$ cat config.mk
export PLATFORM = sky130hd
export DESIGN_NAME = conv_top
export DESIGN_NICKNAME = d
export VERILOG_FILES = /design/src/verilog/cnn_data_pkg.sv /design/src/verilog/cnn_ctrl_pkg.sv /design/src/verilog/inst_decode.sv /design/src/verilog/line_window.sv /design/src/verilog/conv_pe.sv /design/src/verilog/conv_top.sv
export VERILOG_INCLUDE_DIRS = /design/src /design/src/verilog
export SDC_FILE = /design/constraint.sdc
export NUM_CORES = 2
export LEC_CHECK = 0
export BUFFER_PORTS_ARGS = -buffer_cell sky130_fd_sc_hd__buf_4
export CAP_MARGIN = 20
export CORE_ASPECT_RATIO = 0.6
export CORE_MARGIN = 1.5
export CORE_UTILIZATION = 24
export DETAILED_ROUTE_END_ITERATION = 10
export GPL_TIMING_DRIVEN = 0
export PLACE_DENSITY_LB_ADDON = 0.12
export RECOVER_POWER = 25
export SYNTH_ARGS = -nofsm -noshare
export SYNTH_HDL_FRONTEND = slang
export SYNTH_SLANG_ARGS = --single-unit
$ cat constraint.sdc
create_clock -name clk -period 12.6 [get_ports clk]
set_clock_uncertainty 0.15 [all_clocks]
set_input_delay 2.52 -clock clk [delete_from_list [all_inputs] [get_ports clk]]
set_output_delay 2.52 -clock clk [all_outputs]
set_load 0.1 [all_outputs]
$ cat src/verilog/cnn_consts.svh
`ifndef CNN_CONSTS_SVH
`define CNN_CONSTS_SVH

////////////////////////////////////////////////////////////////////////////
// Frame geometry
////////////////////////////////////////////////////////////////////////////

`define LINE_LEN 16           // Pixels per image row, sizes the line memories

////////////////////////////////////////////////////////////////////////////
// Field widths
////////////////////////////////////////////////////////////////////////////

`define PIX_W   8
`define WGT_W   8
`define BIAS_W  16
`define SHIFT_W 4
`define ROWS_W  8
`define RES_W   16

// Instruction word, packed from the low end
`define INST_W         101
`define INST_WGT_LSB   0      // Nine taps, tap 0 top-left, row-major
`define INST_BIAS_LSB  72
`define INST_SHIFT_LSB 88
`define INST_RELU_BIT  92
`define INST_ROWS_LSB  93

`endif

$ cat src/verilog/cnn_data_pkg.sv
`include "cnn_consts.svh"

package cnn_data_pkg;

	// Feature map side
	typedef logic [`PIX_W-1:0] pixel_t;          // Unsigned input pixel

	// Kernel and bias
	typedef logic signed [`WGT_W-1:0] weight_t;
	typedef logic signed [`BIAS_W-1:0] bias_t;

	// Datapath widths
	typedef logic signed [`PIX_W+`WGT_W:0] product_t;   // Unsigned pixel times signed tap
	typedef logic signed [23:0] acc_t;                   // Nine products plus bias, with headroom

	// Output of the engine after saturation
	typedef logic signed [`RES_W-1:0] result_t;

endpackage

$ cat src/verilog/cnn_ctrl_pkg.sv
`include "cnn_consts.svh"

package cnn_ctrl_pkg;

	typedef logic [`SHIFT_W-1:0] shift_t;
	typedef logic [`ROWS_W-1:0] rows_t;
	typedef logic [`INST_W-1:0] inst_t;

	typedef enum logic [1:0] {
		IDLE,     // Waiting for an instruction
		RUN,      // Taking pixels of the frame
		DRAIN     // Last pixel in, PE still busy
	} dec_state_t;

endpackage

$ cat src/verilog/inst_decode.sv
`include "cnn_consts.svh"

module inst_decode
	import cnn_data_pkg::*, cnn_ctrl_pkg::*;
(
	input  logic       clk,
	input  logic       rst_n,
	input  logic       inst_empty,
	input  inst_t      inst,
	output logic       inst_req,
	input  logic       pix_valid,
	input  logic       stall,
	input  logic       pe_busy,
	output logic       pix_ready,
	output logic       frame_start,
	output weight_t    weights [9],
	output bias_t      bias,
	output shift_t     shift,
	output logic       relu
);

	localparam int CNT_W = `ROWS_W + $clog2(`LINE_LEN);

	dec_state_t state;
	rows_t inst_rows;
	logic [CNT_W-1:0] pix_cnt;
	logic [CNT_W-1:0] pix_total;    // rows x LINE_LEN of the current frame
	logic pix_take;
	logic last_pix;

	assign inst_rows = inst[`INST_ROWS_LSB +: `ROWS_W];
	assign pix_ready = (state == RUN) && !stall;
	assign pix_take = pix_valid && pix_ready;
	assign last_pix = (pix_cnt == pix_total - 1'b1);
	assign frame_start = inst_req;     // Window restarts on the capture edge

	////////////////////////////////////////////////////////////////////////////
	// Frame FSM
	////////////////////////////////////////////////////////////////////////////

	always_ff @(posedge clk) begin
		if (!rst_n) begin
			state <= IDLE;
			inst_req <= 1'b0;
			pix_cnt <= '0;
		end else begin
			inst_req <= 1'b0;     // One cycle pulse
			case (state)
				IDLE: begin
					if (inst_req) begin
						state <= RUN;
						pix_cnt <= '0;
					end else if (!inst_empty) begin
						inst_req <= 1'b1;
					end
				end
				RUN: begin
					if (pix_take) begin
						pix_cnt <= pix_cnt + 1'b1;
						if (last_pix)
							state <= DRAIN;
					end
				end
				DRAIN: begin
					// Wait until the last window has left the PE
					if (!pe_busy)
						state <= IDLE;
				end
				default: state <= IDLE;
			endcase
		end
	end

	// Frame configuration, loaded with the word it came from
	always_ff @(posedge clk) begin
		if (inst_req) begin
			for (int i = 0; i < 9; i++)
				weights[i] <= inst[`INST_WGT_LSB + i*`WGT_W +: `WGT_W];
			bias <= inst[`INST_BIAS_LSB +: `BIAS_W];
			shift <= inst[`INST_SHIFT_LSB +: `SHIFT_W];
			relu <= inst[`INST_RELU_BIT];
			pix_total <= CNT_W'(inst_rows * `LINE_LEN);
		end
	end

endmodule

$ cat src/verilog/line_window.sv
`include "cnn_consts.svh"

module line_window
	import cnn_data_pkg::*;
(
	input  logic   clk,
	input  logic   rst_n,
	input  logic   frame_start,
	input  pixel_t pix,
	input  logic   pix_take,
	input  logic   stall,
	output pixel_t win [9],
	output logic   win_valid
);

	localparam int COL_W = $clog2(`LINE_LEN);
	localparam logic [COL_W-1:0] COL_LAST = COL_W'(`LINE_LEN - 1);

	pixel_t line_mem [2][`LINE_LEN];    // Rows r-1 and r-2, ping-pong
	logic newer_sel;                    // Memory holding row r-1
	logic older_sel;
	logic [COL_W-1:0] col;
	logic [1:0] row;                    // Saturates at 2
	pixel_t older_pix;
	pixel_t newer_pix;
	logic shift_en;
	logic win_hit;

	assign older_sel = ~newer_sel;
	assign older_pix = line_mem[older_sel][col];
	assign newer_pix = line_mem[newer_sel][col];
	assign shift_en = pix_take && !stall;

	// Three full columns and three full rows behind this pixel
	assign win_hit = (col >= COL_W'(2)) && (row == 2'd2);

	////////////////////////////////////////////////////////////////////////////
	// Line memories and window
	////////////////////////////////////////////////////////////////////////////

	// The new pixel overwrites row r-2, which becomes the newer line next row
	always_ff @(posedge clk) begin
		if (shift_en)
			line_mem[older_sel][col] <= pix;
	end

	always_ff @(posedge clk) begin
		if (shift_en) begin
			for (int r = 0; r < 3; r++) begin
				win[r*3] <= win[r*3 + 1];
				win[r*3 + 1] <= win[r*3 + 2];
			end
			win[2] <= older_pix;    // Top row
			win[5] <= newer_pix;
			win[8] <= pix;          // Bottom row, straight from the stream
		end
	end

	////////////////////////////////////////////////////////////////////////////
	// Position tracking
	////////////////////////////////////////////////////////////////////////////

	always_ff @(posedge clk) begin
		if (!rst_n) begin
			col <= '0;
			row <= '0;
			newer_sel <= 1'b0;
			win_valid <= 1'b0;
		end else if (!stall) begin
			win_valid <= shift_en && win_hit;
			if (frame_start) begin
				col <= '0;
				row <= '0;
				newer_sel <= 1'b0;
			end else if (shift_en) begin
				if (col == COL_LAST) begin
					col <= '0;
					newer_sel <= ~newer_sel;     // Swap roles at end of row
					if (row != 2'd2)
						row <= row + 2'd1;
				end else begin
					col <= col + 1'b1;
				end
			end
		end
	end

endmodule

$ cat src/verilog/conv_pe.sv
`include "cnn_consts.svh"

module conv_pe
	import cnn_data_pkg::*, cnn_ctrl_pkg::*;
(
	input  logic    clk,
	input  logic    rst_n,
	input  pixel_t  win [9],
	input  logic    win_valid,
	input  weight_t weights [9],
	input  bias_t   bias,
	input  shift_t  shift,
	input  logic    relu,
	input  logic    stall,
	output result_t res,
	output logic    res_valid,
	output logic    pe_busy
);

	localparam acc_t RES_MAX = acc_t'((1 << (`RES_W - 1)) - 1);
	localparam acc_t RES_MIN = -RES_MAX - acc_t'(1);

	product_t prod [9];
	acc_t sum_c;
	acc_t sum_q;
	acc_t biased;
	acc_t shifted;
	result_t res_c;
	logic v1;
	logic v2;

	// Input window counts too, so DRAIN cannot end under it
	assign pe_busy = win_valid || v1 || v2 || res_valid;

	always_comb begin
		sum_c = '0;
		for (int i = 0; i < 9; i++)
			sum_c = sum_c + acc_t'(prod[i]);
	end

	always_comb begin
		biased = sum_q + acc_t'(bias);
		shifted = biased >>> shift;
		if (relu && shifted[$bits(acc_t)-1])
			res_c = '0;
		else if (shifted > RES_MAX)
			res_c = result_t'(RES_MAX);
		else if (shifted < RES_MIN)
			res_c = result_t'(RES_MIN);
		else
			res_c = result_t'(shifted);
	end

	////////////////////////////////////////////////////////////////////////////
	// Pipeline, frozen as a whole by stall
	////////////////////////////////////////////////////////////////////////////

	always_ff @(posedge clk) begin
		if (!stall) begin
			for (int i = 0; i < 9; i++)
				prod[i] <= product_t'($signed({1'b0, win[i]})) * product_t'(weights[i]);
			sum_q <= sum_c;
			res <= res_c;
		end
	end

	always_ff @(posedge clk) begin
		if (!rst_n) begin
			v1 <= 1'b0;
			v2 <= 1'b0;
			res_valid <= 1'b0;
		end else if (!stall) begin
			v1 <= win_valid;     // Products
			v2 <= v1;            // Sum
			res_valid <= v2;
		end
	end

endmodule

$ cat src/verilog/conv_top.sv
module conv_top
	import cnn_data_pkg::*, cnn_ctrl_pkg::*;
(
	input  logic    clk,
	input  logic    rst_n,
	input  logic    inst_empty,
	input  inst_t   inst,
	output logic    inst_req,
	input  logic    pix_valid,
	input  pixel_t  pix,
	output logic    pix_ready,
	output logic    res_valid,
	output result_t res,
	input  logic    res_ready
);

	logic stall;
	logic pix_take;
	logic frame_start;
	logic pe_busy;
	logic win_valid;
	pixel_t win [9];
	weight_t weights [9];
	bias_t bias;
	shift_t shift;
	logic relu;

	// Output held back, whole datapath waits
	assign stall = res_valid && !res_ready;
	assign pix_take = pix_valid && pix_ready;

	inst_decode u_decode (
		.clk         (clk),
		.rst_n       (rst_n),
		.inst_empty  (inst_empty),
		.inst        (inst),
		.inst_req    (inst_req),
		.pix_valid   (pix_valid),
		.stall       (stall),
		.pe_busy     (pe_busy),
		.pix_ready   (pix_ready),
		.frame_start (frame_start),
		.weights     (weights),
		.bias        (bias),
		.shift       (shift),
		.relu        (relu)
	);

	line_window u_window (
		.clk         (clk),
		.rst_n       (rst_n),
		.frame_start (frame_start),
		.pix         (pix),
		.pix_take    (pix_take),
		.stall       (stall),
		.win         (win),
		.win_valid   (win_valid)
	);

	conv_pe u_pe (
		.clk       (clk),
		.rst_n     (rst_n),
		.win       (win),
		.win_valid (win_valid),
		.weights   (weights),
		.bias      (bias),
		.shift     (shift),
		.relu      (relu),
		.stall     (stall),
		.res       (res),
		.res_valid (res_valid),
		.pe_busy   (pe_busy)
	);

endmodule

==> flow_summary.toml <==
[run_status]
status = "finished, violations left"
violations = "max-capacitance violations, max-slew violations"

[setup_path]
crit_arrival_ns = 6.44
end_kind = "flop"
r2r-start = "u_decode.frame_start$_SDFF_PP0_"
critical_path_required_ns = 12.65
worstReg2RegEnd = "u_decode.weights[16]$_DFFE_PP_"
r2r_slack_ns = 6.21
worstSetupPathType = "reg -> reg"
ff2ff_path_depth = 2
start_kind = "flop"
worstPathMaxFanout = 42

[timing]
finalCriticalPeriod_ns = 6.39
hold_viol_final = 0
fmax_ghz = 0.157
relSlewSlack = -1.10
rsz0062_at_grt = "false"
worstMarginPinSlew_ns = 3.16
drv_slew = 147
fin_crit_sh = 0.507
finalSetupViolCount = 0
fin_tns_setup_ns = 0

[synth]
avgSynthCellArea_um2 = 12.0
seq_area_frac_synth = 0.383
synth-warning-count = 0
synth.distinct_cells = 87
synth-main-ff-cell = "edfxtp_1"
synth-edff-count = 622
synthCells = 4176
async_reset_ff_frac = 0
synth_seq_cells = 649
synth_area_um2 = 50200
syn-num-nets = 5187

[global_routing]
grt_overflow_total = 0
grt_use_met1 = 0.236
grt_max_degree = 117
use_met3 = 0.0265
grt_first_pass_wirelength_mm = 226
grtUsageMet2 = 0.193
grt_pass1_vias = 32661
grt.busiest_layer = "met1"
antenna_found_initial = 4
grtUsageTotal = 0.144

[drt]
dr.pass1.iters = 5
drtIter0Drc = 2300
wl_per_cell_um = 21.0
drc_errors = 0
vias = 31739
avgViaCountPerCell = 4.38
postRouteAntennaNets = 0
wl_mm = 152

[hold_path]
min_to = "u_pe.v1$_SDFFE_PN0N_"
min_path_cells = 2
min_from = "u_pe.v1$_SDFFE_PN0N_"
hp-class = "reg -> reg"

[cts]
clkSinkCount = 649
ctsHoldBuffers = 0
clockBufferDepth = 3
cts_tree = "done"
cts.repair.resized = 0
insertion_delay_ns = 0.72
root_buffer = "clkbuf_16"
cts_buffers = 79
htree_levels = 3
post_cts_buffers = 0
path_clk_slew_ns = 0.06

[placed_design]
place.detailed.hpwl_mm = 119
io_buffers = 132
gp_congestion = 0.796

[layout]
finalNetCount = 5429
area_growth_pct = 14.9
final_layout_size_suffix_gt1_frac = 0.105
final_cell_mix = "inv_1 (689), edfxtp_1 (622), ha_1 (457), fa_1 (440), nand2_1 (303)"
final_util = 0.279
final_common_cell = "inv_1"

[floorplan]
die_h_um = 357
core_region_area_um2 = 207000
rows = 129
start_util = 0.243
io_pins = 133
die_area_um2 = 212000
fp.dieW_um = 594

[run]
maxCapViolations = 4
-- metrics by stage --
step / hold slack (ns) / setup slack (ns) / instance area, um2 / instances
after detailed placement: 0.331 / 6.24 / 55100 / 7082
after floorplan: 0.304 / 4.32 / 50200 / 4176
after global placement: 0.318 / 1.69 / 54700 / 7059
final: 0.336 / 6.21 / 57700 / 7240
after CTS: 0.341 / 6.24 / 57800 / 7229
after global routing: 0.361 / 5.47 / 57700 / 7236
-- cells by family (layout without fill, tap and decap cells) --
family	Yosys count	after routing	share of synthesized area
compound gates	413	413	0.0536
xor+xnor	160	160	0.0279
flops	649	649	0.383
other cells	0	5	0
fa+ha+maj	897	897	0.289
mux	222	222	0.0806
buf+inv	766	1074	0.0575
simple gates	1069	1069	0.109
-- sequential cells by signal (all words and copies together), names as in the netlist, named ones only --
name                  flops
u_decode.pix_total        8
u_window.row              2
u_window.win             72
u_decode.shift            4
u_pe.res_valid            1
u_pe.sum_q               24
u_window.col              4
u_decode.relu             1
u_decode.bias            16
u_window.newer_sel        1
u_pe.prod               153
u_decode.state            2
u_pe.v2                   1
u_pe.res                 16
u_pe.v1                   1
u_window.line_mem       256
u_decode.pix_cnt         12
u_decode.frame_start      1
u_window.win_valid        1
u_decode.weights         72
-- worst max path at each step --
stage                     depth (start not counted)                                 to                       startpoint
after floorplan                                   6  u_window.line_mem[1][0]$_DFFE_PP_                        res_ready
after global routing                              2     u_decode.weights[16]$_DFFE_PP_  u_decode.frame_start$_SDFF_PP0_
after global placement                            7       u_window.row[0]$_SDFFE_PN0P_                        res_ready
final                                             2     u_decode.weights[16]$_DFFE_PP_  u_decode.frame_start$_SDFF_PP0_
after CTS                                         4                          pix_ready                        res_ready
after detailed placement                          4                          pix_ready                        res_ready
-- metal layers --
metal,wire (um),up-vias,part of all wire
met1,84000,16212,0.55
met3,8130,123,0.054
met5,13,-,0.000086
li1,-,14714,-
met4,2480,2,0.016
met2,57300,688,0.38
-- cells in the mapped netlist (7+ instances only) --
master,count,share of area
ha_1,457,0.11
and2_1,313,0.039
nand4_1,7,0.00087
nor4_1,8,0.0010
inv_1,690,0.052
o211ai_1,12,0.0018
xor2_1,40,0.0070
a31oi_1,7,0.00087
clkbuf_1,49,0.0037
edfxtp_1,622,0.37
nor2b_1,37,0.0046
o21ai_1,8,0.00080
o21a_1,23,0.0034
o21ai_0,91,0.0091
a21oi_1,112,0.011
o22ai_1,25,0.0031
mux2_2,21,0.0047
fa_1,440,0.18
nand2_1,303,0.023
and3_1,9,0.0011
a21boi_0,24,0.0036
xnor2_1,120,0.021
o21bai_1,8,0.0012
mux2i_1,57,0.011
nand3_1,34,0.0034
nor3_1,47,0.0047
nand2b_1,74,0.0092
a21o_1,33,0.0049
buf_1,15,0.0011
or2_2,15,0.0019
nor2_1,177,0.013
or3_1,19,0.0024
mux4_2,144,0.065
dfxtp_1,27,0.011
-- final cells by class --
class	instances	area, um2
fill	21490	149000
multi-input combinational	2761	28200
sequential	649	19200
tap	2751	3440
inverter	694	2620
clock buffer	93	2050
timing repair buffer	161	1290
clock inverter	54	613
buffer	72	288
antenna	5	12.5
-- critical path, stage by stage, from the launching register on --
cell and delay, ns:
dfxtp_1 1.27, clkbuf_1 2.21, clkbuf_1 2.04
Power is left out: the tool's default activity adds up to more than one toggle a clock period on the data nets, which glitch-free logic cannot reach.
